`config.mk`:
```
export PLATFORM = sky130hd
export DESIGN_NAME = dma_csr_regs
export DESIGN_NICKNAME = d
export VERILOG_FILES = /design/src/hw/dma_read_pkg.sv /design/src/hw/dma_csr_regs.sv
export SDC_FILE = /design/constraint.sdc
export NUM_CORES = 1
export LEC_CHECK = 0
export ABC_AREA = 1
export BUFFER_PORTS_ARGS = -buffer_cell sky130_fd_sc_hd__buf_4
export CORE_ASPECT_RATIO = 1.2
export CORE_MARGIN = 2
export CORE_UTILIZATION = 49
export DETAILED_ROUTE_END_ITERATION = 6
export PLACE_DENSITY = 0.92
export SKIP_CTS_REPAIR_TIMING = 1
export SLEW_MARGIN = 20
export SYNTH_ARGS = -nofsm -noshare
export SYNTH_HDL_FRONTEND = slang
export SYNTH_SLANG_ARGS = --single-unit
export TNS_END_PERCENT = 20
```
`constraint.sdc`:
```
create_clock -name target_clk -period 1.19 [get_ports target_clk]
set_clock_uncertainty 0.05 [all_clocks]
set_input_delay 0.0595 -clock target_clk [delete_from_list [all_inputs] [get_ports target_clk]]
set_output_delay 0.0595 -clock target_clk [all_outputs]
set_load 0.03 [all_outputs]
```
`src/hw/dma_read_pkg.sv`:
```
/*
 * Shared definitions for the read DMA engine: sizes, bus identities,
 * command codes, register offsets and the register and memory bus structs
 */
package dma_read_pkg;

	// Sizes
	localparam int addr_w = 31;
	localparam int beat_w = 64;
	localparam int burst_beats = 8;
	localparam int burst_bytes = 64;
	localparam int fifo_depth = 128;
	localparam int fifo_level_w = 8;
	localparam int credit_w = 3;
	localparam int initial_credits = 2;

	// Memory bus identity
	localparam logic [3:0] fsab_did = 4'h3;
	localparam logic [3:0] fsab_subdid = 4'h1;
	localparam logic [1:0] fsab_mode_read = 2'b00;

	// Register bus identity and decode window
	localparam logic [3:0] spam_did = 4'h5;
	localparam logic [23:0] spam_addr_pfx = 24'h000100;
	localparam logic [23:0] spam_addr_mask = 24'hFFFFE0;

	typedef enum logic [1:0] {
		cmd_stop = 2'd0,
		cmd_trigger_once = 2'd1,
		cmd_autotrigger = 2'd2
	} dma_cmd_t;

	// Offsets within the 32-byte register window
	localparam logic [4:0] reg_next_start = 5'h00;
	localparam logic [4:0] reg_next_len = 5'h04;
	localparam logic [4:0] reg_command = 5'h08;
	localparam logic [4:0] reg_bytes_read = 5'h0C;
	localparam logic [4:0] reg_bytes_delivered = 5'h10;
	localparam logic [4:0] reg_curr_start = 5'h14;

	typedef struct packed {
		logic valid;
		logic r_nw;
		logic [3:0] did;
		logic [23:0] addr;
		logic [31:0] data;
	} spam_req_t;

	typedef struct packed {
		logic done;
		logic [31:0] data;
	} spam_rsp_t;

	typedef struct packed {
		logic valid;
		logic [1:0] mode;
		logic [3:0] did;
		logic [3:0] subdid;
		logic [addr_w-1:0] addr;
		logic [3:0] len;
	} fsab_req_t;

	typedef struct packed {
		logic valid;
		logic [3:0] did;
		logic [3:0] subdid;
		logic [beat_w-1:0] data;
	} fsab_rsp_t;

endpackage

```
`src/hw/dma_csr_regs.sv`:
```
/*
 * Register bus slave for the read DMA engine: address decode,
 * next-start and next-length registers, command write strobe and read-back
 */
`timescale 1ns/100ps

module dma_csr_regs (
	input logic target_clk,
	input logic target_rst_b,
	input dma_read_pkg::spam_req_t spam_req,
	output dma_read_pkg::spam_rsp_t spam_rsp,
	output logic [dma_read_pkg::addr_w-1:0] next_start,
	output logic [dma_read_pkg::addr_w-1:0] next_len,
	output logic cmd_wr,
	output dma_read_pkg::dma_cmd_t cmd_wr_data,
	input logic [dma_read_pkg::addr_w-1:0] bytes_read,
	input logic [dma_read_pkg::addr_w-1:0] curr_start,
	input logic [dma_read_pkg::addr_w-1:0] bytes_delivered
);
	import dma_read_pkg::*;

	logic hit;
	logic wr_hit;
	logic rd_hit;
	logic [4:0] offset;
	logic [addr_w-1:0] rd_sel;
	logic [31:0] rd_mux;

	// Access belongs to us when ID and masked address both match
	assign hit = spam_req.valid && (spam_req.did == spam_did) &&
		((spam_req.addr & spam_addr_mask) == spam_addr_pfx);
	assign wr_hit = hit && !spam_req.r_nw;
	assign rd_hit = hit && spam_req.r_nw;
	assign offset = spam_req.addr[4:0];

	// Command goes straight to the control block, which registers it
	assign cmd_wr = wr_hit && (offset == reg_command);
	assign cmd_wr_data = dma_cmd_t'(spam_req.data[1:0]);

	always_ff @(posedge target_clk or negedge target_rst_b) begin
		if (!target_rst_b) begin
			next_start <= '0;
			next_len <= '0;
		end else if (wr_hit) begin
			if (offset == reg_next_start)
				next_start <= spam_req.data[addr_w-1:0];
			if (offset == reg_next_len)
				next_len <= spam_req.data[addr_w-1:0];
		end
	end

	// Unknown offsets read as zero
	always_comb begin
		case (offset)
			reg_next_start: rd_sel = next_start;
			reg_next_len: rd_sel = next_len;
			reg_bytes_read: rd_sel = bytes_read;
			reg_bytes_delivered: rd_sel = bytes_delivered;
			reg_curr_start: rd_sel = curr_start;
			default: rd_sel = '0;
		endcase
	end

	assign rd_mux = {{(32-addr_w){1'b0}}, rd_sel};

	// Done and read data one clock after the access
	always_ff @(posedge target_clk or negedge target_rst_b) begin
		if (!target_rst_b) begin
			spam_rsp <= '0;
		end else begin
			spam_rsp.done <= hit;
			spam_rsp.data <= rd_hit ? rd_mux : 32'h0;
		end
	end

endmodule

```
# == Yosys cells after proc, flatten, opt, wreduce, memory -nomap -nowiden ==
# Index checks and enable logic that the tools add are counted.
# classes
addsub,0
mul,0
div,0
magnitude_cmp,0
eq_ne,7
n_shift,0
mux,2
n_bitwise,0
reduce_logical,9
# op_table
op,count
$pmux 31 s5,1
$mux 31,1
$eq 19x4->1 const B,1
$eq 5x4->1 const B,2
$eq 5x5->1 const B,2
$eq 5x3->1 const B,1
$logic_and 1x1->1,5
$logic_not 5->1,1
$eq 4x3->1 const B,1
$reduce_and 2->1,2
$logic_not 1->1,1
# totals
reg_bits,94
latchBits,0
ramBits,0
rom_bits,0
in_bits,157
output_inout_bits,98
mem_count,0

# == Depth between registers and ports, before layout ==
# depth
depth_word,5
ltp_mapped,10

# == Least setup slack after synthesis ==
# No wires, ideal clock.
# synth_path
kind,input to output
start,input spam_req[35] in the netlist's numbering
end,output cmd_wr
arrival_ns,1.288
t_required_ns,1.081
setup_slack_ns,-0.208
path_stages,4
path_buffers,0
path_cell_list,inv_1 > nor2_1 > nand3_1 > nor4_1
# synth_via
elab_chain_cells,2
# synth_lines
element,line_no,rtl
"start, declared",dma_csr_regs.sv:10,"input dma_read_pkg::spam_req_t spam_req,"
$eq 5x4->1,dma_csr_regs.sv:37,assign cmd_wr = wr_hit && (offset == reg_command);
$logic_and 1x1->1,dma_csr_regs.sv:37,
"end, declared",dma_csr_regs.sv:14,"output logic cmd_wr,"
# Every way passes these cells.

# == Final worst setup path ==
# layout_path
start,input spam_req[45] in the netlist's numbering
end,output cmd_wr
# layout_via
elab_chain_cells,4
# layout_lines
element,line_no,rtl
$eq 19x4->1,dma_csr_regs.sv:31,((spam_req.addr & spam_addr_mask) == spam_addr_pfx);
$logic_and 1x1->1,dma_csr_regs.sv:30,assign hit = spam_req.valid && (spam_req.did == spam_did) &&
$logic_and 1x1->1,dma_csr_regs.sv:32,assign wr_hit = hit && !spam_req.r_nw;
$logic_and 1x1->1,dma_csr_regs.sv:37,
# Every way passes these cells.

==> results.py <==
metrics = {
    "status": {
        "outcome": "finished with violations",
        "failed_checks": "negative hold slack, negative setup slack",
    },
    "synthesis": {
        "synth_seq_area_share_pct": 49.2,
        "syn_inst": 651,
        "syn_area_um2": 4780,
        "yosysWarnings": 0,
        "syn_nets": 808,
        "syn_avg_cell_area_um2": 7.35,
        "ys_types": 19,
        "synth.ff_latch_count": 94,
    },
    "global_route": {
        "antenna_found_initial": 0,
        "grt_usage_pct": 31.0,
        "grt_max_degree": 37,
        "grt_pass1_vias": 5223,
        "grt_pass1_wl_um": 25400,
        "grt-ovfl-total": 0,
    },
    "die": {
        "num_io_pins": 255,
        "die_y_um": 112,
        "initial_core_util_pct": 50.3,
        "core_um2": 9520,
        "row_count": 39,
        "fp.dieW_um": 94.2,
        "die_area_um2": 10600,
    },
    "clocking": {
        "cts_root_buf": "clkbuf_16",
        "tritoncts": "yes",
        "htreeDepth": 3,
        "cts_buffer_depth": 2,
        "numCtsBuffers": 9,
        "cts.sinks": 94,
        "clk_pin_slew_ns": 0.08,
        "clk_latency_ns": 0.33,
    },
    "finish": {
        "drive_above_1_share_pct": 35.1,
        "n_antenna_cell": 0,
        "syn_to_final_growth_pct": 61.9,
        "final_area_um2": 7740,
        "nets": 1096,
        "fillers": 573,
        "fin_util_pct": 81.4,
        "instances_no_fill": 1067,
    },
    "timing": {
        "tns_ns": -0.0146,
        "min_period_over_period_pct": 101,
        "rsz0062_at_grt": "yes",
        "fin_ws_ns": -0.0146,
        "hold_violations": 3,
        "hold_slack_ns": -0.0116,
        "finalSetupViolations": 1,
        "slew_violations": 0,
        "clock.fmax_mhz": 830,
        "fin_crit_ns": 1.20,
    },
    "hold_path": {
        "hold_class": "primary input to flip-flop",
    },
    "pwr": {
        "p_total_mw": 6.84,
        "p_per_area_nw_per_um2": 884,
        "p_leak_nw": 4.21,
        "ir_worst_vdd_v": 0.000718,
    },
    "setup_path": {
        "r2r_setup_slack_ns": 0.22,
        "cp-end-kind": "output pin",
        "crit_fanout": 2,
        "cpLargestDelayFamily": "simple AND/OR/NAND/NOR gates",
        "max_stage_delay_ns": 0.26,
        "cp.buffers_inverters": 3,
        "cp_slowest_cell": "nor4_4",
        "required_ns": 1.08,
        "crit_chain": "buf_4 > nor2_2 > nand2_1 > nor2_2 > nand2_2 > buf_6 > nor4_4 > buf_6",
        "critPathLaunchType": "primary input",
        "arrival_ns": 1.10,
        "worst-setup-path-type": "primary input to output pin",
    },
    "job": {
        "drv_cap": 0,
    },
    "drt": {
        "viasPerCell": 5.47,
        "drt_iter0_markers": 519,
        "vias": 5837,
        "ant_nets": 0,
        "wl_um": 18200,
        "drt-pass1-iter-count": 5,
        "drc": 0,
        "wl_per_cell_um": 17.1,
    },
    "placed_design": {
        "placed_area_um2": 7030,
        "place_inst": 1019,
        "place.gp.congestion": 0.895,
        "dp_slack_ns": -0.247,
        "io_buffers": 252,
        "dp_hpwl_um": 12300,
    },
}
routing by layer:
metal	up-vias	routed length [µm]	part of all wire, %	track usage [%]
met5	-	0	0	0
met1	2696	6440	35	38.5
li1	2661	-	-	-
met2	385	9280	51	52.0
met3	95	1470	8.1	5.37
met4	0	1030	5.7	15.4
Yosys cell counts (all sizes together):
cell type	number	area [µm²]
nand2	256	961
dfrtp	94	2350
nor2	82	335
nand4	63	394
inv	38	143
nand3	37	190
buf	35	191
o21ai	31	155
clkbuf	12	45.0
a21oi	1	5.00
conb	1	3.75
nor4	1	6.26
cells by family after synthesis:
family | Yosys count | synth area share (%)
other | 1 | 0.0784
DFF | 94 | 49.2
buffers and inverters | 85 | 7.93
AOI/OAI and AO/OA | 32 | 3.35
and+or+nand+nor | 439 | 39.5
cell type report:
| class | instances | area [µm²] | share of cell area [%] |
|---|---|---|---|
| multi-input cells | 472 | 2130 | 27.5 |
| inverters | 38 | 145 | 1.87 |
| flip-flops and latches | 94 | 2350 | 30.4 |
| clock buffers | 9 | 225 | 2.91 |
| clock inverters | 7 | 65.1 | 0.840 |
| repair buffers | 324 | 2670 | 34.5 |
| well taps | 123 | 154 | 1.99 |
worst min-delay path, stage by stage:
cell and delay, ns:
buf_4 0.08, nand2_1 0.04, nand3_1 0.05, nor2_1 0.04
nor2_1 0.07
where the power goes:
group / internal (mW) / leakage, nW / switching, mW
Sequential: 3.19 / 1.31 / 0.000000157
Clock: 1.47 / 0.146 / 1.32
Combinational: 0.496 / 2.75 / 0.364
registers in the layout, indices dropped and copies added, names as in the netlist:
signal,cells
spam_rsp,32
next_len,31
next_start,31
path summary, 6_finish.rpt:
check | start | endpoint | cells past startpoint
max reg2reg | next_len[26] | spam_rsp[26] | 4
min in group asynchronous | target_rst_b | spam_rsp[11] | 2
max | spam_req[45] | cmd_wr | 8
min | curr_start[19] | spam_rsp[19] | 5
max in group asynchronous | target_rst_b | spam_rsp[4] | 3
min reg2reg | next_len[4] | next_len[4] | 2
cells in the final DEF (no fill, tap or decap), drive strengths merged:
master         n
a21oi          1
buf          292
clkbuf         9
clkinv         3
conb           1
dfrtp         94
dlygate4sd3   32
inv           42
nand2        256
nand3         37
nand4         63
nor2          82
nor4           1
o21ai         31
No activity file was read; power rests on OpenSTA's default activity.
