### src/hw/dma_read_pkg.sv
/*
 * Shared definitions for the read DMA engine: sizes, bus identities,
 * command codes, register offsets and the register and memory bus structs
 */
package dma_read_pkg;

	// Sizes
	localparam int addr_w = 31;
	localparam int beat_w = 64;
	localparam int burst_beats = 8;
	localparam int burst_bytes = 64;
	localparam int fifo_depth = 128;
	localparam int fifo_level_w = 8;
	localparam int credit_w = 3;
	localparam int initial_credits = 2;

	// Memory bus identity
	localparam logic [3:0] fsab_did = 4'h3;
	localparam logic [3:0] fsab_subdid = 4'h1;
	localparam logic [1:0] fsab_mode_read = 2'b00;

	// Register bus identity and decode window
	localparam logic [3:0] spam_did = 4'h5;
	localparam logic [23:0] spam_addr_pfx = 24'h000100;
	localparam logic [23:0] spam_addr_mask = 24'hFFFFE0;

	typedef enum logic [1:0] {
		cmd_stop = 2'd0,
		cmd_trigger_once = 2'd1,
		cmd_autotrigger = 2'd2
	} dma_cmd_t;

	// Offsets within the 32-byte register window
	localparam logic [4:0] reg_next_start = 5'h00;
	localparam logic [4:0] reg_next_len = 5'h04;
	localparam logic [4:0] reg_command = 5'h08;
	localparam logic [4:0] reg_bytes_read = 5'h0C;
	localparam logic [4:0] reg_bytes_delivered = 5'h10;
	localparam logic [4:0] reg_curr_start = 5'h14;

	typedef struct packed {
		logic valid;
		logic r_nw;
		logic [3:0] did;
		logic [23:0] addr;
		logic [31:0] data;
	} spam_req_t;

	typedef struct packed {
		logic done;
		logic [31:0] data;
	} spam_rsp_t;

	typedef struct packed {
		logic valid;
		logic [1:0] mode;
		logic [3:0] did;
		logic [3:0] subdid;
		logic [addr_w-1:0] addr;
		logic [3:0] len;
	} fsab_req_t;

	typedef struct packed {
		logic valid;
		logic [3:0] did;
		logic [3:0] subdid;
		logic [beat_w-1:0] data;
	} fsab_rsp_t;

endpackage

### src/hw/dma_read_ctrl.sv
/*
 * Transfer control for the read DMA engine: command register, triggered
 * state, burst address tracking, pending burst and bytes-read counter
 */
`timescale 1ns/100ps

module dma_read_ctrl (
	input logic target_clk,
	input logic target_rst_b,
	input logic [dma_read_pkg::addr_w-1:0] next_start,
	input logic [dma_read_pkg::addr_w-1:0] next_len,
	input logic cmd_wr,
	input dma_read_pkg::dma_cmd_t cmd_wr_data,
	input logic req_sent,
	input logic burst_done,
	input logic almost_full,
	output logic issue_ok,
	output logic [dma_read_pkg::addr_w-1:0] next_fsab_addr,
	output logic [dma_read_pkg::addr_w-1:0] bytes_read,
	output logic [dma_read_pkg::addr_w-1:0] curr_start
);
	import dma_read_pkg::*;

	dma_cmd_t cmd_q;
	logic triggered;
	logic pending;
	logic [addr_w-1:0] end_addr;
	logic [addr_w-1:0] burst_end;
	logic start;
	logic last_done;

	// Address just past the burst in flight
	assign burst_end = next_fsab_addr + addr_w'(burst_bytes);

	assign start = !triggered &&
		((cmd_q == cmd_trigger_once) || (cmd_q == cmd_autotrigger));
	assign last_done = triggered && burst_done && (burst_end == end_addr);

	// One burst in flight at a time, held off while the FIFO is nearly full
	assign issue_ok = triggered && !pending && !almost_full;

	// A one-shot command drops back to stop when its transfer ends
	always_ff @(posedge target_clk or negedge target_rst_b) begin
		if (!target_rst_b)
			cmd_q <= cmd_stop;
		else if (cmd_wr)
			cmd_q <= cmd_wr_data;
		else if (last_done && (cmd_q == cmd_trigger_once))
			cmd_q <= cmd_stop;
	end

	always_ff @(posedge target_clk or negedge target_rst_b) begin
		if (!target_rst_b) begin
			triggered <= 1'b0;
			pending <= 1'b0;
			next_fsab_addr <= '0;
			curr_start <= '0;
			end_addr <= '0;
			bytes_read <= '0;
		end else if (start) begin
			triggered <= 1'b1;
			next_fsab_addr <= next_start;
			curr_start <= next_start;
			end_addr <= next_start + next_len;
		end else if (triggered) begin
			if (burst_done) begin
				pending <= 1'b0;
				if (last_done) begin
					// Autotrigger restarts from idle on the next cycle
					triggered <= 1'b0;
					bytes_read <= '0;
				end else begin
					next_fsab_addr <= burst_end;
					bytes_read <= bytes_read + addr_w'(burst_bytes);
				end
			end else if (req_sent) begin
				pending <= 1'b1;
			end
		end
	end

endmodule

### config.mk
export PLATFORM = sky130hd
export DESIGN_NAME = dma_read_ctrl
export DESIGN_NICKNAME = d
export VERILOG_FILES = /design/src/hw/dma_read_pkg.sv /design/src/hw/dma_read_ctrl.sv
export SDC_FILE = /design/constraint.sdc
export NUM_CORES = 1
export LEC_CHECK = 0
export BUFFER_PORTS_ARGS = -buffer_cell sky130_fd_sc_hd__buf_2
export CAP_MARGIN = 15
export CORE_UTILIZATION = 51
export CTS_CLUSTER_SIZE = 25
export DETAILED_ROUTE_END_ITERATION = 10
export GPL_ROUTABILITY_DRIVEN = 0
export PLACE_DENSITY = 0.78
export SETUP_SLACK_MARGIN = 0.05
export SYNTH_ARGS = -nofsm -noshare
export SYNTH_HDL_FRONTEND = slang
export SYNTH_SLANG_ARGS = --single-unit
export TNS_END_PERCENT = 50
### constraint.sdc
create_clock -name target_clk -period 2.9 [get_ports target_clk]
set_input_delay 0.29 -clock target_clk [delete_from_list [all_inputs] [get_ports target_clk]]
set_output_delay 0.29 -clock target_clk [all_outputs]
set_load 0.03 [all_outputs]
* Word-level counts from Yosys, hierarchy flattened
Index checks and enable logic that the tools add are counted.
Widths: inputs -> output; s select.
** Cells by class
- Bitwise gates (word level) :: 1
- Reduce and logical (&&, ||, !) cells :: 17
- Muxes and demuxes :: 13
- Add/sub/neg operators :: 3
- Eq/ne operators :: 4
** Operators by type and width (count)
- $mux 31 :: 5
- $add 31x7->31 const B :: 2
- $add 31x31->31 :: 1
- $eq 31x31->1 :: 1
- $reduce_and 3->1 :: 3
- $reduce_bool 2->1 :: 4
- $logic_and 1x1->1 :: 6
- $mux 1 :: 6
- $mux 2 :: 2
- $logic_not 1->1 :: 3
- $eq 2x1->1 const B :: 1
- $eq 2x2->1 const B :: 1
- $ne 2x2->1 const B :: 1
- $logic_or 1x1->1 :: 1
- $not 1->1 :: 1
** Storage, ports and cells
- Output and inout bits :: 94
- Register bits :: 128
- Bits of input ports :: 70

* Depth between registers and ports, before layout
- Depth after elaboration :: 7
- Depth in mapped cells :: 13
- Gate-level depth less buffers :: 11

* Least setup slack after synthesis
No wires, ideal clock.
- Path type :: register to register
- Start :: register next_fsab_addr[7] (netlist bit)
- End :: register next_fsab_addr[10] (netlist bit)
- Period minus slack after synthesis :: 2.977 ns
- Library setup time :: 0.131 ns
- Setup slack :: -0.077 ns
- Cell stages (with the launch flop) :: 12
- Arrival time :: 2.845 ns
- Required time :: 2.769 ns
- Cell sequence :: dfrtp_1 > ha_1 > nand3_1 > nor4_4 > nand3_1 > xnor2_1 > nor4_2 > and4_1 > buf_4 > buf_6 > nor3_1 > or3_1
** Between the ends
- Cells in the longest elaborated chain, start to end :: 5
- Elaborated cells on any way between the ends :: 9
** RTL lines
- start: declaration :: RTL line dma_read_ctrl.sv:18 : output logic [dma_read_pkg::addr_w-1:0] next_fsab_addr,
- start signal: assignment :: RTL line dma_read_ctrl.sv:62 : next_fsab_addr <= next_start;
- start signal: assignment :: RTL line dma_read_ctrl.sv:73 : next_fsab_addr <= burst_end;
- $add 31x7->31 * :: RTL line dma_read_ctrl.sv:33 : assign burst_end = next_fsab_addr + addr_w'(burst_bytes);
- $eq 31x31->1 / $mux 31 (equally long branches) :: RTL line dma_read_ctrl.sv:37, dma_read_ctrl.sv:68
- $logic_and 1x1->1 / $mux 31 (equally long branches) :: RTL line dma_read_ctrl.sv:37, dma_read_ctrl.sv:66
- $ne 2x2->1 (no line) / $mux 31 (equally long branches)
- $reduce_and 3->1 (no line) / $mux 31 (equally long branches)
Every way passes the cells marked *; elsewhere a longest branch is shown, timed or not. The select of a mux whose other input is x is not followed.
A chain may end at the register's enable or synchronous reset.

* Worst setup path in the final report
- Start :: register next_fsab_addr[6] (netlist bit)
- End :: register next_fsab_addr[18] (netlist bit)
Same word-level chain as after synthesis.

==> results.json <==
{
  "status": "complete, no violations",
  "numCtsBuffers": 17,
  "top_usage_layer": "met2",
  "yosys_warnings": 0,
  "finalNetCount": 1244,
  "synth_edf_count": 0,
  "grt_pass1_vias": 7406,
  "setup_tns_ps": 0,
  "r2r_start": "next_fsab_addr[6]",
  "avgSynthCellArea_um2": 8.55,
  "die_w_um": 127,
  "fillers": 1244,
  "grt_pass1_wl_mm": 37.2,
  "dieArea_um2": 16100,
  "period_needed_ps": 2840,
  "gr-usage-met1_pct": 39.8,
  "portBuffers": 157,
  "clockPowerShare_pct": 39.6,
  "drtPass1Iterations": 5,
  "worst-path-max-fanout": 9,
  "clock.fmax_mhz": 353,
  "hold_path_class": "in2reg",
  "synthToLayoutAreaGrowth_pct": 27.2,
  "dpl.hpwl_mm": 17.1,
  "max_slew_margin_pct": 55.6,
  "rsz0062_at_grt": "yes",
  "cts_root_buf": "clkbuf_16",
  "p_leak_nw": 4.73,
  "cts_max_level": 4,
  "rows": 45,
  "ioPinCount": 164,
  "setup_ws_ps": 63.2,
  "ys_types": 70,
  "p_comb_share_pct": 24.8,
  "final_hold_viol_count": 0,
  "vdd_drop_max_mv": 0.441,
  "worstRegToRegCells": 10,
  "cts_sinks": 122,
  "clock_skew_ps": 9.34,
  "end_kind": "flop",
  "worstPathCellList": "buf_4, nand4_4, nor4_4, nand4_1, a311oi_2, and4_1, and4_4, buf_8, o21ai_1, a211o_1",
  "max_slew.worst_pin.slew_ps": 663,
  "wirelength_mm": 23.4,
  "worstHoldPathCells": 3,
  "intPower_w": 0.00368,
  "critPathLaunchType": "flop",
  "criticalPathCategory": "reg2reg",
  "synthCells": 929,
  "slowest_stage": "nor4_4",
  "hold_start": "next_start[2]",
  "place_ws_ps": -178,
  "power_density_nw_per_um2": 534,
  "min_period_over_period_pct": 97.8,
  "drv_slew": 0,
  "max_stage_delay_ps": 400,
  "drv_cap": 0,
  "synth_seq_cells": 122,
  "cts_buffer_depth": 2,
  "start_util_pct": 52.3,
  "wl_per_cell_um": 17.4,
  "seq_area_frac_synth_pct": 38.4,
  "drc": 0,
  "globalRoute.totalOverflow": 0,
  "worstSkewPairLatency_ps": 420,
  "p_sw_share_pct": 31.9,
  "ff2ff_setup_slack_ps": 60,
  "required_ps": 3200,
  "seqPwrFrac_pct": 35.7,
  "met3_usage_pct": 5.19,
  "tritoncts": "built",
  "cts.clk_slew.worst_paths_ps": 60,
  "antenna_found_initial": 0,
  "antenna_cells": 0,
  "multi_input_area_um2": 4720,
  "grt_max_degree": 51,
  "r2r_end": "next_fsab_addr[18]",
  "arrival_ps": 3140,
  "grt_usage_pct": 29.5,
  "synth_top_flop_cell": "dfrtp_1",
  "dieHeight_um": 127,
  "hold_end": "curr_start[2]",
  "async_reset_ff_share_pct": 100,
  "layout-drive-gt1-share_pct": 26.9,
  "met2_usage_pct": 46.5,
  "netlist_area_um2": 7950,
  "finalSetupViolations": 0,
  "ant_nets": 0,
  "ff_latch_area_um2": 3060,
  "drt_iter0_markers": 593,
  "vias_per_cell": 5.84,
  "coreArea_um2": 15200,
  "p_sw_w": 0.00173,
  "num_vias": 7832
}
==> worst max path at each step <==
stage / startpoint / to / slack, ps / cells past startpoint
6_report: next_fsab_addr[6] / next_fsab_addr[18] / 60 / 10
5_1_grt: next_fsab_addr[6] / next_fsab_addr[18] / -40 / 10
4_1_cts: next_fsab_addr[6] / next_fsab_addr[18] / 60 / 10
3_5_place_dp: next_start[0] / end_addr[28] / -180 / 12
3_3_place_gp: next_start[0] / end_addr[28] / -140 / 12
2_1_floorplan: next_fsab_addr[7] / next_fsab_addr[10] / 50 / 11
==> power by group through the flow <==
stage	clock network (W)	registers (W)	logic, W
2_1_floorplan	0	0.00207	0.000653
3_3_place_gp	0	0.00193	0.00125
3_5_place_dp	0	0.00194	0.00128
4_1_cts	0.00216	0.00191	0.00130
5_1_grt	0.00226	0.00194	0.00145
6_report	0.00214	0.00193	0.00134
==> cell families after synthesis <==
family                   Yosys count  share of synthesized area, %
flip-flops                       122                          38.4
adder cells (fa/ha/maj)           34                          5.45
multiplexers                       3                         0.378
AND/OR/NAND/NOR                  427                          25.9
buffers and inverters             64                          3.78
AO/OA/AOI/OAI                    197                          16.9
other                              1                        0.0472
XOR/XNOR                          81                          9.10
==> through the flow <==
| stage | power (W) | utilization (%) | hold WS (ps) | cells | area (um2) |
|---|---|---|---|---|---|
| final | 0.00540 | 66.5 | 101 | 1341 | 10100 |
| after global routing | 0.00565 | 66.5 | 110 | 1341 | 10100 |
| after CTS | 0.00537 | 65.7 | 93.5 | 1336 | 9990 |
| after detailed placement | 0.00322 | 61.5 | 304 | 1303 | 9340 |
| after global placement | 0.00319 | 61.5 | 310 | 1303 | 9340 |
| after floorplan | 0.00273 | - | -5.59 | 934 | 7970 |
==> per-layer routing <==
metal / wire [um] / up-vias / share of wire, %
li1: - / 3749 / -
met1: 10200 / 3684 / 44
met4: 913 / 0 / 3.9
met2: 10600 / 334 / 45
met5: 0 / - / 0
met3: 1590 / 65 / 6.8
==> synthesized netlist by cell type (all sizes together), types with 2 or more instances <==
cell / n / area, um2
a211oi: 16 / 120
or4: 11 / 82.6
o311ai: 3 / 26.3
a31oi: 16 / 100
o2111ai: 2 / 17.5
nand2b: 9 / 56.3
o2111a: 3 / 33.8
o21bai: 2 / 15.0
a22o: 2 / 17.5
and3: 12 / 75.1
o21a: 5 / 37.5
a21boi: 2 / 15.0
inv: 15 / 56.3
dfrtp: 122 / 3050
clkbuf: 26 / 98.8
mux2i: 3 / 30.0
o22ai: 2 / 12.5
and2: 12 / 75.1
o31a: 2 / 17.5
nand3: 37 / 198
o211ai: 20 / 150
nand2: 197 / 739
or3: 8 / 55.1
nor4: 16 / 140
a21o: 16 / 120
nand4b: 2 / 17.5
o21ai: 42 / 210
o31ai: 10 / 75.1
nor3: 23 / 125
ha: 33 / 413
and4: 7 / 61.3
xnor2: 37 / 324
a311oi: 5 / 43.8
o41ai: 3 / 26.3
nor2: 69 / 262
a2111o: 3 / 33.8
buf: 23 / 145
xor2: 43 / 377
a21oi: 29 / 145
or2: 6 / 37.5
nand4: 14 / 100
a211o: 7 / 61.3
==> cells in the final DEF (no fill, tap or decap), types with 16 or more instances in the layout <==
cell type  instances
buf_2            156
ha_1              32
a31oi_1           16
nand2_1          197
a21o_1            16
a21oi_1           29
xnor2_1           37
buf_4             75
xor2_1            42
dfrtp_1          113
clkbuf_16         17
nor2_1            66
nor3_1            21
o211ai_1          20
o21ai_0           40
nand3_1           34
==> what timing repair did <==
item	in CTS	in global routing
hold buffers	1	0
buffers inserted	0	5
pin swaps	2	8
resized for setup	6	20
endpoints found under the setup margin	6	52
endpoints found under the hold margin	38	0
==> critical path, delay by kind of cell, from the launching register on <==
kind / cells / cell delay (ps)
simple gates: 5 / 1390
buf+inv: 2 / 300
flops: 1 / 350
compound gates: 3 / 670
==> layout make-up <==
| type | instances | area share, % |
|---|---|---|
| clock buffers | 22 | 4.79 |
| inverters | 15 | 0.557 |
| flip-flops and latches | 122 | 30.3 |
| well taps | 188 | 2.33 |
| repair buffers | 236 | 14.1 |
| clock inverters | 10 | 1.14 |
| multi-input cells | 748 | 46.7 |
==> flip-flops by register name, indices dropped and copies added, names as in the netlist <==
signal / cells
end_addr: 31
triggered: 1
bytes_read: 25
pending: 1
curr_start: 31
next_fsab_addr: 31
cmd_q: 2
No activity file was read; power rests on OpenSTA's default activity.
