### config.mk
export PLATFORM = sky130hd
export DESIGN_NAME = fsab_resp_collect
export DESIGN_NICKNAME = d
export VERILOG_FILES = /design/src/hw/dma_read_pkg.sv /design/src/hw/fsab_resp_collect.sv
export SDC_FILE = /design/constraint.sdc
export NUM_CORES = 1
export LEC_CHECK = 0
export ABC_AREA = 1
export BUFFER_PORTS_ARGS = -buffer_cell sky130_fd_sc_hd__buf_2
export CAP_MARGIN = 20
export CORE_AREA = 2 2 57 59
export CTS_BUF_LIST = sky130_fd_sc_hd__clkbuf_16
export CTS_CLUSTER_SIZE = 24
export DETAILED_ROUTE_END_ITERATION = 10
export DIE_AREA = 0 0 59 61
export PLACE_DENSITY = 0.78
export SYNTH_ARGS = -nofsm -noshare
export SYNTH_HDL_FRONTEND = slang
export SYNTH_SLANG_ARGS = --single-unit
export TNS_END_PERCENT = 1
### constraint.sdc
create_clock -name target_clk -period 1.3 [get_ports target_clk]
set_input_delay 0.065 -clock target_clk [delete_from_list [all_inputs] [get_ports target_clk]]
set_output_delay 0.065 -clock target_clk [all_outputs]
set_load 0.005 [all_outputs]
### src/hw/dma_read_pkg.sv
/*
 * Shared definitions for the read DMA engine: sizes, bus identities,
 * command codes, register offsets and the register and memory bus structs
 */
package dma_read_pkg;

	// Sizes
	localparam int addr_w = 31;
	localparam int beat_w = 64;
	localparam int burst_beats = 8;
	localparam int burst_bytes = 64;
	localparam int fifo_depth = 128;
	localparam int fifo_level_w = 8;
	localparam int credit_w = 3;
	localparam int initial_credits = 2;

	// Memory bus identity
	localparam logic [3:0] fsab_did = 4'h3;
	localparam logic [3:0] fsab_subdid = 4'h1;
	localparam logic [1:0] fsab_mode_read = 2'b00;

	// Register bus identity and decode window
	localparam logic [3:0] spam_did = 4'h5;
	localparam logic [23:0] spam_addr_pfx = 24'h000100;
	localparam logic [23:0] spam_addr_mask = 24'hFFFFE0;

	typedef enum logic [1:0] {
		cmd_stop = 2'd0,
		cmd_trigger_once = 2'd1,
		cmd_autotrigger = 2'd2
	} dma_cmd_t;

	// Offsets within the 32-byte register window
	localparam logic [4:0] reg_next_start = 5'h00;
	localparam logic [4:0] reg_next_len = 5'h04;
	localparam logic [4:0] reg_command = 5'h08;
	localparam logic [4:0] reg_bytes_read = 5'h0C;
	localparam logic [4:0] reg_bytes_delivered = 5'h10;
	localparam logic [4:0] reg_curr_start = 5'h14;

	typedef struct packed {
		logic valid;
		logic r_nw;
		logic [3:0] did;
		logic [23:0] addr;
		logic [31:0] data;
	} spam_req_t;

	typedef struct packed {
		logic done;
		logic [31:0] data;
	} spam_rsp_t;

	typedef struct packed {
		logic valid;
		logic [1:0] mode;
		logic [3:0] did;
		logic [3:0] subdid;
		logic [addr_w-1:0] addr;
		logic [3:0] len;
	} fsab_req_t;

	typedef struct packed {
		logic valid;
		logic [3:0] did;
		logic [3:0] subdid;
		logic [beat_w-1:0] data;
	} fsab_rsp_t;

endpackage

### src/hw/fsab_resp_collect.sv
/*
 * Memory bus response side: ID filter, FIFO write and per-burst beat count
 */
`timescale 1ns/100ps

module fsab_resp_collect (
	input logic target_clk,
	input logic target_rst_b,
	input dma_read_pkg::fsab_rsp_t fsab_rsp,
	output logic wr_en,
	output logic [dma_read_pkg::beat_w-1:0] wr_data,
	output logic burst_done
);
	import dma_read_pkg::*;

	logic accept;
	logic [$clog2(burst_beats)-1:0] beat_cnt;

	// Beats for other devices pass by untouched
	assign accept = fsab_rsp.valid && (fsab_rsp.did == fsab_did) &&
		(fsab_rsp.subdid == fsab_subdid);

	assign wr_en = accept;
	assign wr_data = fsab_rsp.data;

	// Counter wraps back to zero on the last beat of a burst
	always_ff @(posedge target_clk or negedge target_rst_b) begin
		if (!target_rst_b) begin
			beat_cnt <= '0;
			burst_done <= 1'b0;
		end else begin
			burst_done <= accept && (beat_cnt == burst_beats - 1);
			if (accept)
				beat_cnt <= beat_cnt + 1'b1;
		end
	end

endmodule

Word level (Yosys, flattened, before mapping)

Cells that the tools add are included.

Word-level logic and storage cells: 9
Output and inout bits: 66
Flip-flop bits (word level): 4
Bits of input ports: 75

Reduce and logical (&&, ||, !) cells: 3
Eq/ne operators: 3
Add/subtract/negate cells: 1

Operator list:

| kind                                                            | count |
|---|---|
| 4-bit by 1-bit == test with 1-bit output, second input constant | 1 |
| 4-bit by 2-bit == test with 1-bit output, second input constant | 1 |
| 3-bit by 1-bit adder with 3-bit output, second input constant   | 1 |
| 3-bit == test, second input constant                            | 1 |
| 1-bit logical AND                                               | 3 |

Logic depth before layout (Yosys ltp)

Gate-level depths: netlist (run 1).

Word-level depth: 4
Depth in mapped cells: 6
Gate-level depth less buffers: 6

Worst setup path after synthesis (run 1)

OpenSTA, ideal clock, no wires.

Path kind: register to register
From: register beat_cnt[0]
To: register beat_cnt[2]
Arrival: 922 ps
Period minus slack after synthesis: 1044 ps
Cell stages (with the launch flop): 5
Library setup time: 121 ps
Required time: 1179 ps
Buffers on the path: 0
Slack: 256 ps
Cell sequence: dfrtp_1 > ha_1 > ha_1 > nand3_1 > nand2_1

Cells in the longest elaborated chain, start to end: 1

Ends and longest elaborated chain:

| element                                | line                    | text |
|---|---|---|
| start: declaration                     | fsab_resp_collect.sv:17 | `logic [$clog2(burst_beats)-1:0] beat_cnt;` |
| start signal: assignment               | fsab_resp_collect.sv:34 | `beat_cnt <= beat_cnt + 1'b1;` |
| 3-bit by 1-bit adder with 3-bit output | fsab_resp_collect.sv:34 |  |

No other way between the ends.
A chain may end at the register's enable or synchronous reset.

Worst setup path after layout (run 1)

Same ends and word-level chain as after synthesis.

==> flow_summary_export.csv, run 1 <==
group,metric,value,unit
outcome,status,"completed",
yosys,synth_top_area_frac,0.644,
timing,setup_tns,0,ns
worst_setup_path,required,1.41,ns
timing,hold_viol,0,
yosys,seq_area_frac_synth,0.134,
drt,wl,1260,um
drt,wl_per_cell,15.5,um
yosys,yosys_most_used_dff,"dfrtp_1",
finish,fin_util,0.153,
finish,fin_area,452,um^2
yosys,async_reset_ff_frac,1.00,
clock_tree,cts_max_level,1,
clock_tree,clock_path_buffers,2,
drt,firstDrtPassIters,4,
timing,fmax,921,MHz
placed_design,place_ws,0.203,ns
placed_design,dp_hpwl,1050,um
die,die_w,59,um
worst_setup_path,crit_type,"flop to flop",
timing,fin_crit_sh,0.836,
yosys,synth_area,746,um^2
yosys,synthMostInstantiatedCell,"buf_4",
timing,timing.final.ws_setup,0.214,ns
power,design_power_total,0.677,mW
placed_design,globalplace.congestion,0.695,
global_route,antenna_found_initial,0,
worst_setup_path,cp_top_family,"adder cells",
worst_setup_path,cp_common_cell,"ha_1",
power,powerDensity,1500,nW/um^2
run,max_cap_viol_count,0,
clock_tree,cts_tree,"done",
global_route,grt_usage,0.0729,
global_route,grt_max_degree,7,
timing,maxSlewHeadroom,0.899,
hold_path,hold_class,"input pin to output pin",
yosys,ys_types,14,
die,core,2950,um^2
timing,drv_slew,0,
yosys,netlist_top_cells_count,"64 x buf_4, 6 x inv_1, 5 x nand2_1",
drt,ant_nets,0,
die,initial_core_util,0.253,
yosys,syn-instance-count,96,
power,peakVddDrop,0.000300,V
yosys,syn-num-nets,173,
die,rows,20,
finish,drive_gt1_frac,0.438,
clock_tree,clk-insertion-delay-late,0.22,ns
finish,area_growth,-39.4,%
yosys,synth_edf_count,0,
finish,diodes,0,
global_route,grt_pass1_wl,1770,um
timing,setup_viol,0,
drt,drt_iter0_markers,16,
yosys,yosys_register_bits,4,
timing,rsz0062_at_grt,"false",
timing,fin_crit,1.09,ns
worst_setup_path,slowest_stage,"dfrtp_1",
yosys,ys_warn_count,0,
worst_setup_path,critical-path-max-stage-delay,0.37,ns
global_route,grt_pass1_vias,337,
finish,instances_no_fill,81,
power,leakagePower,0.226,nW
drt,vias_per_cell,3.86,
placed_design,place_area,367,um^2
yosys,synthTopCellsByArea,"buf_4 64%, dfrtp_1 13%, ha_1 3.4%",
worst_setup_path,cp-end-kind,"flop",
drt,drc,0,
worst_setup_path,start_kind,"flop",
global_route,grt_overflow_total,0,
clock_tree,cts-root-buf,"clkbuf_16",
timing,holdWs,0.130,ns
clock_tree,clk_pin_slew,0.03,ns
clock_tree,clock-sinks,4,
timing,finClkSkew,0.00157,ns
placed_design,port_buffers,12,
worst_setup_path,crit_chain,"ha_1 -> ha_1 -> nand3_1 -> nand2_1",
die,fp.dieArea,3600,um^2
clock_tree,numCtsBuffers,3,
worst_setup_path,cp_max_fo,2,
yosys,avgSynthCellArea,7.77,um^2
timing,worst_pin_slew,0.151,ns
placed_design,place_inst,77,
finish,nNetsFinal,127,
worst_setup_path,critPathBufInv,0,
die,io_pins,141,
die,die_h,61,um
drt,via_count,313,
worst_setup_path,critPathArrivalTime,1.20,ns
yosys,synth_area_leader_cell,"buf_4",
-- worst reg2reg max path: cells and delay by family (launching register included) --
kind	cells	cell delay [ns]
and+or+nand+nor	2	0.13
DFF	1	0.37
adders and majority gates	2	0.47
-- layout make-up --
type	instances	area [um^2]
Multi-Input combinational cell	21	139
Inverter	7	26.3
Fill cell	324	2500
Tap cell	33	41.3
Timing Repair Buffer	13	70.1
Clock buffer	3	75.1
Sequential cell	4	100
-- flip-flops by register name, indices dropped and copies added, names as in the netlist --
name / count
beat_cnt: 3
burst_done: 1
-- per-layer routing --
metal	GRT usage	wire length (um)	vias to the layer above
met5	0	0	-
met4	0.0877	68	0
met3	0.119	409	12
met2	0.0794	530	45
met1	0.0407	249	125
li1	-	-	131
-- placed cells by master, fill, tap and decap left out --
cell,n
inv_2,1
nor2_1,3
nor3b_2,1
nand2_1,5
dfrtp_1,4
o21bai_1,3
buf_2,12
ha_1,2
nand2_2,1
dlygate4sd3_1,1
inv_1,6
clkbuf_16,3
nand3_2,1
nor2_4,1
nand3_1,3
nor2_2,1
-- where the power goes --
part           switching [mW]  leakage (nW)  total (mW)  internal [mW]
combinational          0.0274         0.147      0.0586         0.0313
sequential            0.00450        0.0420       0.138          0.133
clock                  0.0874        0.0370       0.480          0.393
total                   0.119         0.226       0.677          0.557
-- worst paths after layout --
kind                                           end                     from  slack (ns)  cells after the start
hold reg to reg            beat_cnt[0]$_DFFE_PN0P_  beat_cnt[0]$_DFFE_PN0P_        0.56                      3
setup / recovery           beat_cnt[2]$_DFFE_PN0P_  beat_cnt[0]$_DFFE_PN0P_        0.21                      4
max in group asynchronous  beat_cnt[1]$_DFFE_PN0P_             target_rst_b        1.00                      2
hold / removal                         wr_data[10]             fsab_rsp[10]        0.13                      0
setup reg to reg           beat_cnt[2]$_DFFE_PN0P_  beat_cnt[0]$_DFFE_PN0P_        0.21                      4
min in group asynchronous  beat_cnt[2]$_DFFE_PN0P_             target_rst_b        0.18                      2
-- repair_timing --
| action | CTS | global route |
|---|---|---|
| endpoints found under the setup margin | 0 | 0 |
| hold buffers | 1 | 0 |
| hold endpoints to repair | 4 | 0 |
| setup buffers | 0 | 0 |
| gates resized for setup | 0 | 0 |
-- cell families (layout without fill, tap and decap cells) --
kind of cell,after synthesis,after routing,synth area share
AOI/OAI and AO/OA,3,3,0.0302
and+or+nand+nor,16,16,0.122
DFF,4,4,0.134
buffers and inverters,71,23,0.680
adders and majority gates,2,2,0.0336
Power figures use the tool's default switching activity.
==> inputs of run 2 (changes only) <==
--- a/config.mk
+++ b/config.mk
@@ -8,12 +8,12 @@
 export ABC_AREA = 1
 export BUFFER_PORTS_ARGS = -buffer_cell sky130_fd_sc_hd__buf_2
 export CAP_MARGIN = 20
-export CORE_AREA = 2 2 57 59
+export CORE_AREA = 2 2 60 62
 export CTS_BUF_LIST = sky130_fd_sc_hd__clkbuf_16
 export CTS_CLUSTER_SIZE = 24
 export DETAILED_ROUTE_END_ITERATION = 10
-export DIE_AREA = 0 0 59 61
-export PLACE_DENSITY = 0.78
+export DIE_AREA = 0 0 62 64
+export PLACE_DENSITY = 0.74
 export SYNTH_ARGS = -nofsm -noshare
 export SYNTH_HDL_FRONTEND = slang
 export SYNTH_SLANG_ARGS = --single-unit
==> constraint.sdc (replaced) <==
create_clock -name target_clk -period 0.9 [get_ports target_clk]
set_input_delay 0.045 -clock target_clk [delete_from_list [all_inputs] [get_ports target_clk]]
set_output_delay 0.045 -clock target_clk [all_outputs]
set_load 0.005 [all_outputs]
==> flow_summary_export.csv, run 2 (synthesis gave the netlist of run 1 again) <==
group,metric,value,unit
die,io_pins,141,
clock_tree,cts_tree,"done",
finish,largest_reg_flops,3,
clock_tree,numCtsBuffers,3,
worst_setup_path,critPathArrivalTime,1.17,ns
finish,final_cell_mix,"12 x buf_2, 6 x inv_1, 4 x nand2_1, 4 x dfrtp_1",
finish,fillers,374,
timing,finClkSkew,0.00329,ns
power,power.switching,0.190,mW
global_route,grt_pass1_wl,1770,um
placed_design,port_buffers,12,
power,powerDensity,1990,nW/um^2
timing,worst_pin_slew,0.155,ns
power,peakVddDrop,0.000491,V
placed_design,place_area,398,um^2
die,die_w,62,um
drt,firstDrtPassIters,2,
clock_tree,cts_max_level,1,
placed_design,globalplace.congestion,0.675,
drt,wl_per_cell,12.3,um
global_route,grt_usage,0.0675,
finish,fin_area,513,um^2
power,p_seq_frac,0.196,
finish,reg_top3,"beat_cnt: 3 flops, burst_done: 1 flops",
worst_setup_path,crit_chain,"ha_2 -> ha_4 -> nand3_2 -> nand2_2",
timing,fmax,990,MHz
global_route,grt_max_degree,7,
timing,fin_crit,1.01,ns
worst_setup_path,crit_type,"flop to flop",
finish,area_growth,-31.2,%
drt,wl,1190,um
worst_setup_path,cp-startpoint,"beat_cnt[1]$_DFFE_PN0P_",
worst_setup_path,endpoint,"beat_cnt[2]$_DFFE_PN0P_",
clock_tree,cts-root-buf,"clkbuf_16",
worst_setup_path,start_kind,"flop",
die,rows,21,
drt,via_count,331,
timing,hold_viol,0,
die,fp.dieArea,3970,um^2
timing,fin_crit_sh,1.12,
global_route,antenna_found_initial,0,
drt,drt_iter0_markers,4,
timing,drv_slew,0,
hold_path,hold_depth,0,
finish,multi_input_area,161,um^2
global_route,grt_overflow_total,0,
hold_path,hold_class,"input pin to output pin",
timing,maxSlewHeadroom,0.896,
clock_tree,clock-sinks,4,
drt,ant_nets,0,
outcome,failed_checks,"setup timing",
timing,setup_viol,3,
clock_tree,clk_pin_slew,0.03,ns
placed_design,place_ws,-0.118,ns
timing,holdWs,0.0900,ns
drt,vias_per_cell,3.41,
power,leakagePower,0.239,nW
die,die_h,64,um
worst_setup_path,cp_max_fo,2,
finish,largest_register,"beat_cnt",
global_route,grt_pass1_vias,370,
clock_tree,clock_path_buffers,2,
finish,fin_util,0.156,
clock_tree,clk-insertion-delay-late,0.23,ns
outcome,status,"complete, but fails checks",
worst_setup_path,slowest_stage,"dfrtp_1",
drt,drc,0,
timing,setup_tns,-0.227,ns
finish,drive_gt1_frac,0.549,
power,clock_power_share,0.683,
finish,register_area,100,um^2
worst_setup_path,required,1.06,ns
finish,diodes,0,
power,p_int,0.832,mW
timing,timing.final.ws_setup,-0.110,ns
run,max_cap_viol_count,0,
worst_setup_path,r2r-end,"beat_cnt[2]$_DFFE_PN0P_",
power,power.share.combinational,0.121,
worst_setup_path,ff2ff_path_depth,4,
power,swShare,0.186,
worst_setup_path,reg2reg_from,"beat_cnt[1]$_DFFE_PN0P_",
worst_setup_path,critical-path-max-stage-delay,0.37,ns
worst_setup_path,r2r_slack,-0.11,ns
die,initial_core_util,0.227,
finish,mostFrequentLayoutCell,"buf_2",
worst_setup_path,cp-end-kind,"flop",
timing,rsz0062_at_grt,"true",
finish,nNetsFinal,130,
die,core,3280,um^2
-- run 2: changes by cell type in the layout (fill, tap and decap cells not counted), sizes merged --
cell  change
buf       +3
-- run 2: worst min path at each step --
stage / slack (ns) / to / start
floorplan: -0.25 / beat_cnt[0]$_DFFE_PN0P_ / target_rst_b
global placement: -0.14 / burst_done$_DFF_PN0_ / target_rst_b
detailed placement: -0.15 / burst_done$_DFF_PN0_ / target_rst_b
CTS: 0.09 / wr_data[14] / fsab_rsp[14]
global route: 0.09 / wr_data[12] / fsab_rsp[12]
finish: 0.09 / wr_data[10] / fsab_rsp[10]
-- run 2: per-layer routing --
metal  vias to the layer above  part of all wire  global-route usage  wire (um)
met3                        28              0.23              0.0709        270
li1                        137                 -                   -          -
met5                         -                 0                   0          0
met4                         0              0.16               0.117        188
met1                       130              0.23              0.0391        280
met2                        36              0.38              0.0768        455
-- run 2: metrics by stage --
step	cells	total power [mW]
after floorplan	96	0.489
after global placement	90	0.295
after detailed placement	90	0.303
after CTS	96	1.03
after global routing	97	1.08
final	97	1.02
-- run 2: worst max-delay path, delay by kind of cell, from the launching register on --
family	cells	cell delay [ns]
adder cells (fa/ha/maj)	2	0.46
flip-flops	1	0.37
AND/OR/NAND/NOR	2	0.10
-- run 2: cell type report --
| cell class | count | area share |
|---|---|---|
| well taps | 46 | 0.112 |
| flip-flops and latches | 4 | 0.195 |
| clock buffers | 3 | 0.146 |
| multi-input cells | 21 | 0.315 |
| repair buffers | 16 | 0.180 |
| inverters | 7 | 0.0512 |
-- run 2: timing repair --
item                       CTS  global route
setup buffers                2             1
hold endpoints to repair     4             0
pin swaps                    1             2
hold buffers                 1             0
gates resized for setup      1             1
setup endpoints to repair    3             3
cloned                       0             0
-- run 2: power groups by stage --
stage	clock network [mW]	registers, mW	logic [mW]
6_report	0.697	0.201	0.124
3_5_place_dp	0	0.204	0.0999
4_1_cts	0.712	0.201	0.121
2_1_floorplan	0	0.201	0.288
3_3_place_gp	0	0.202	0.0932
5_1_grt	0.733	0.203	0.144
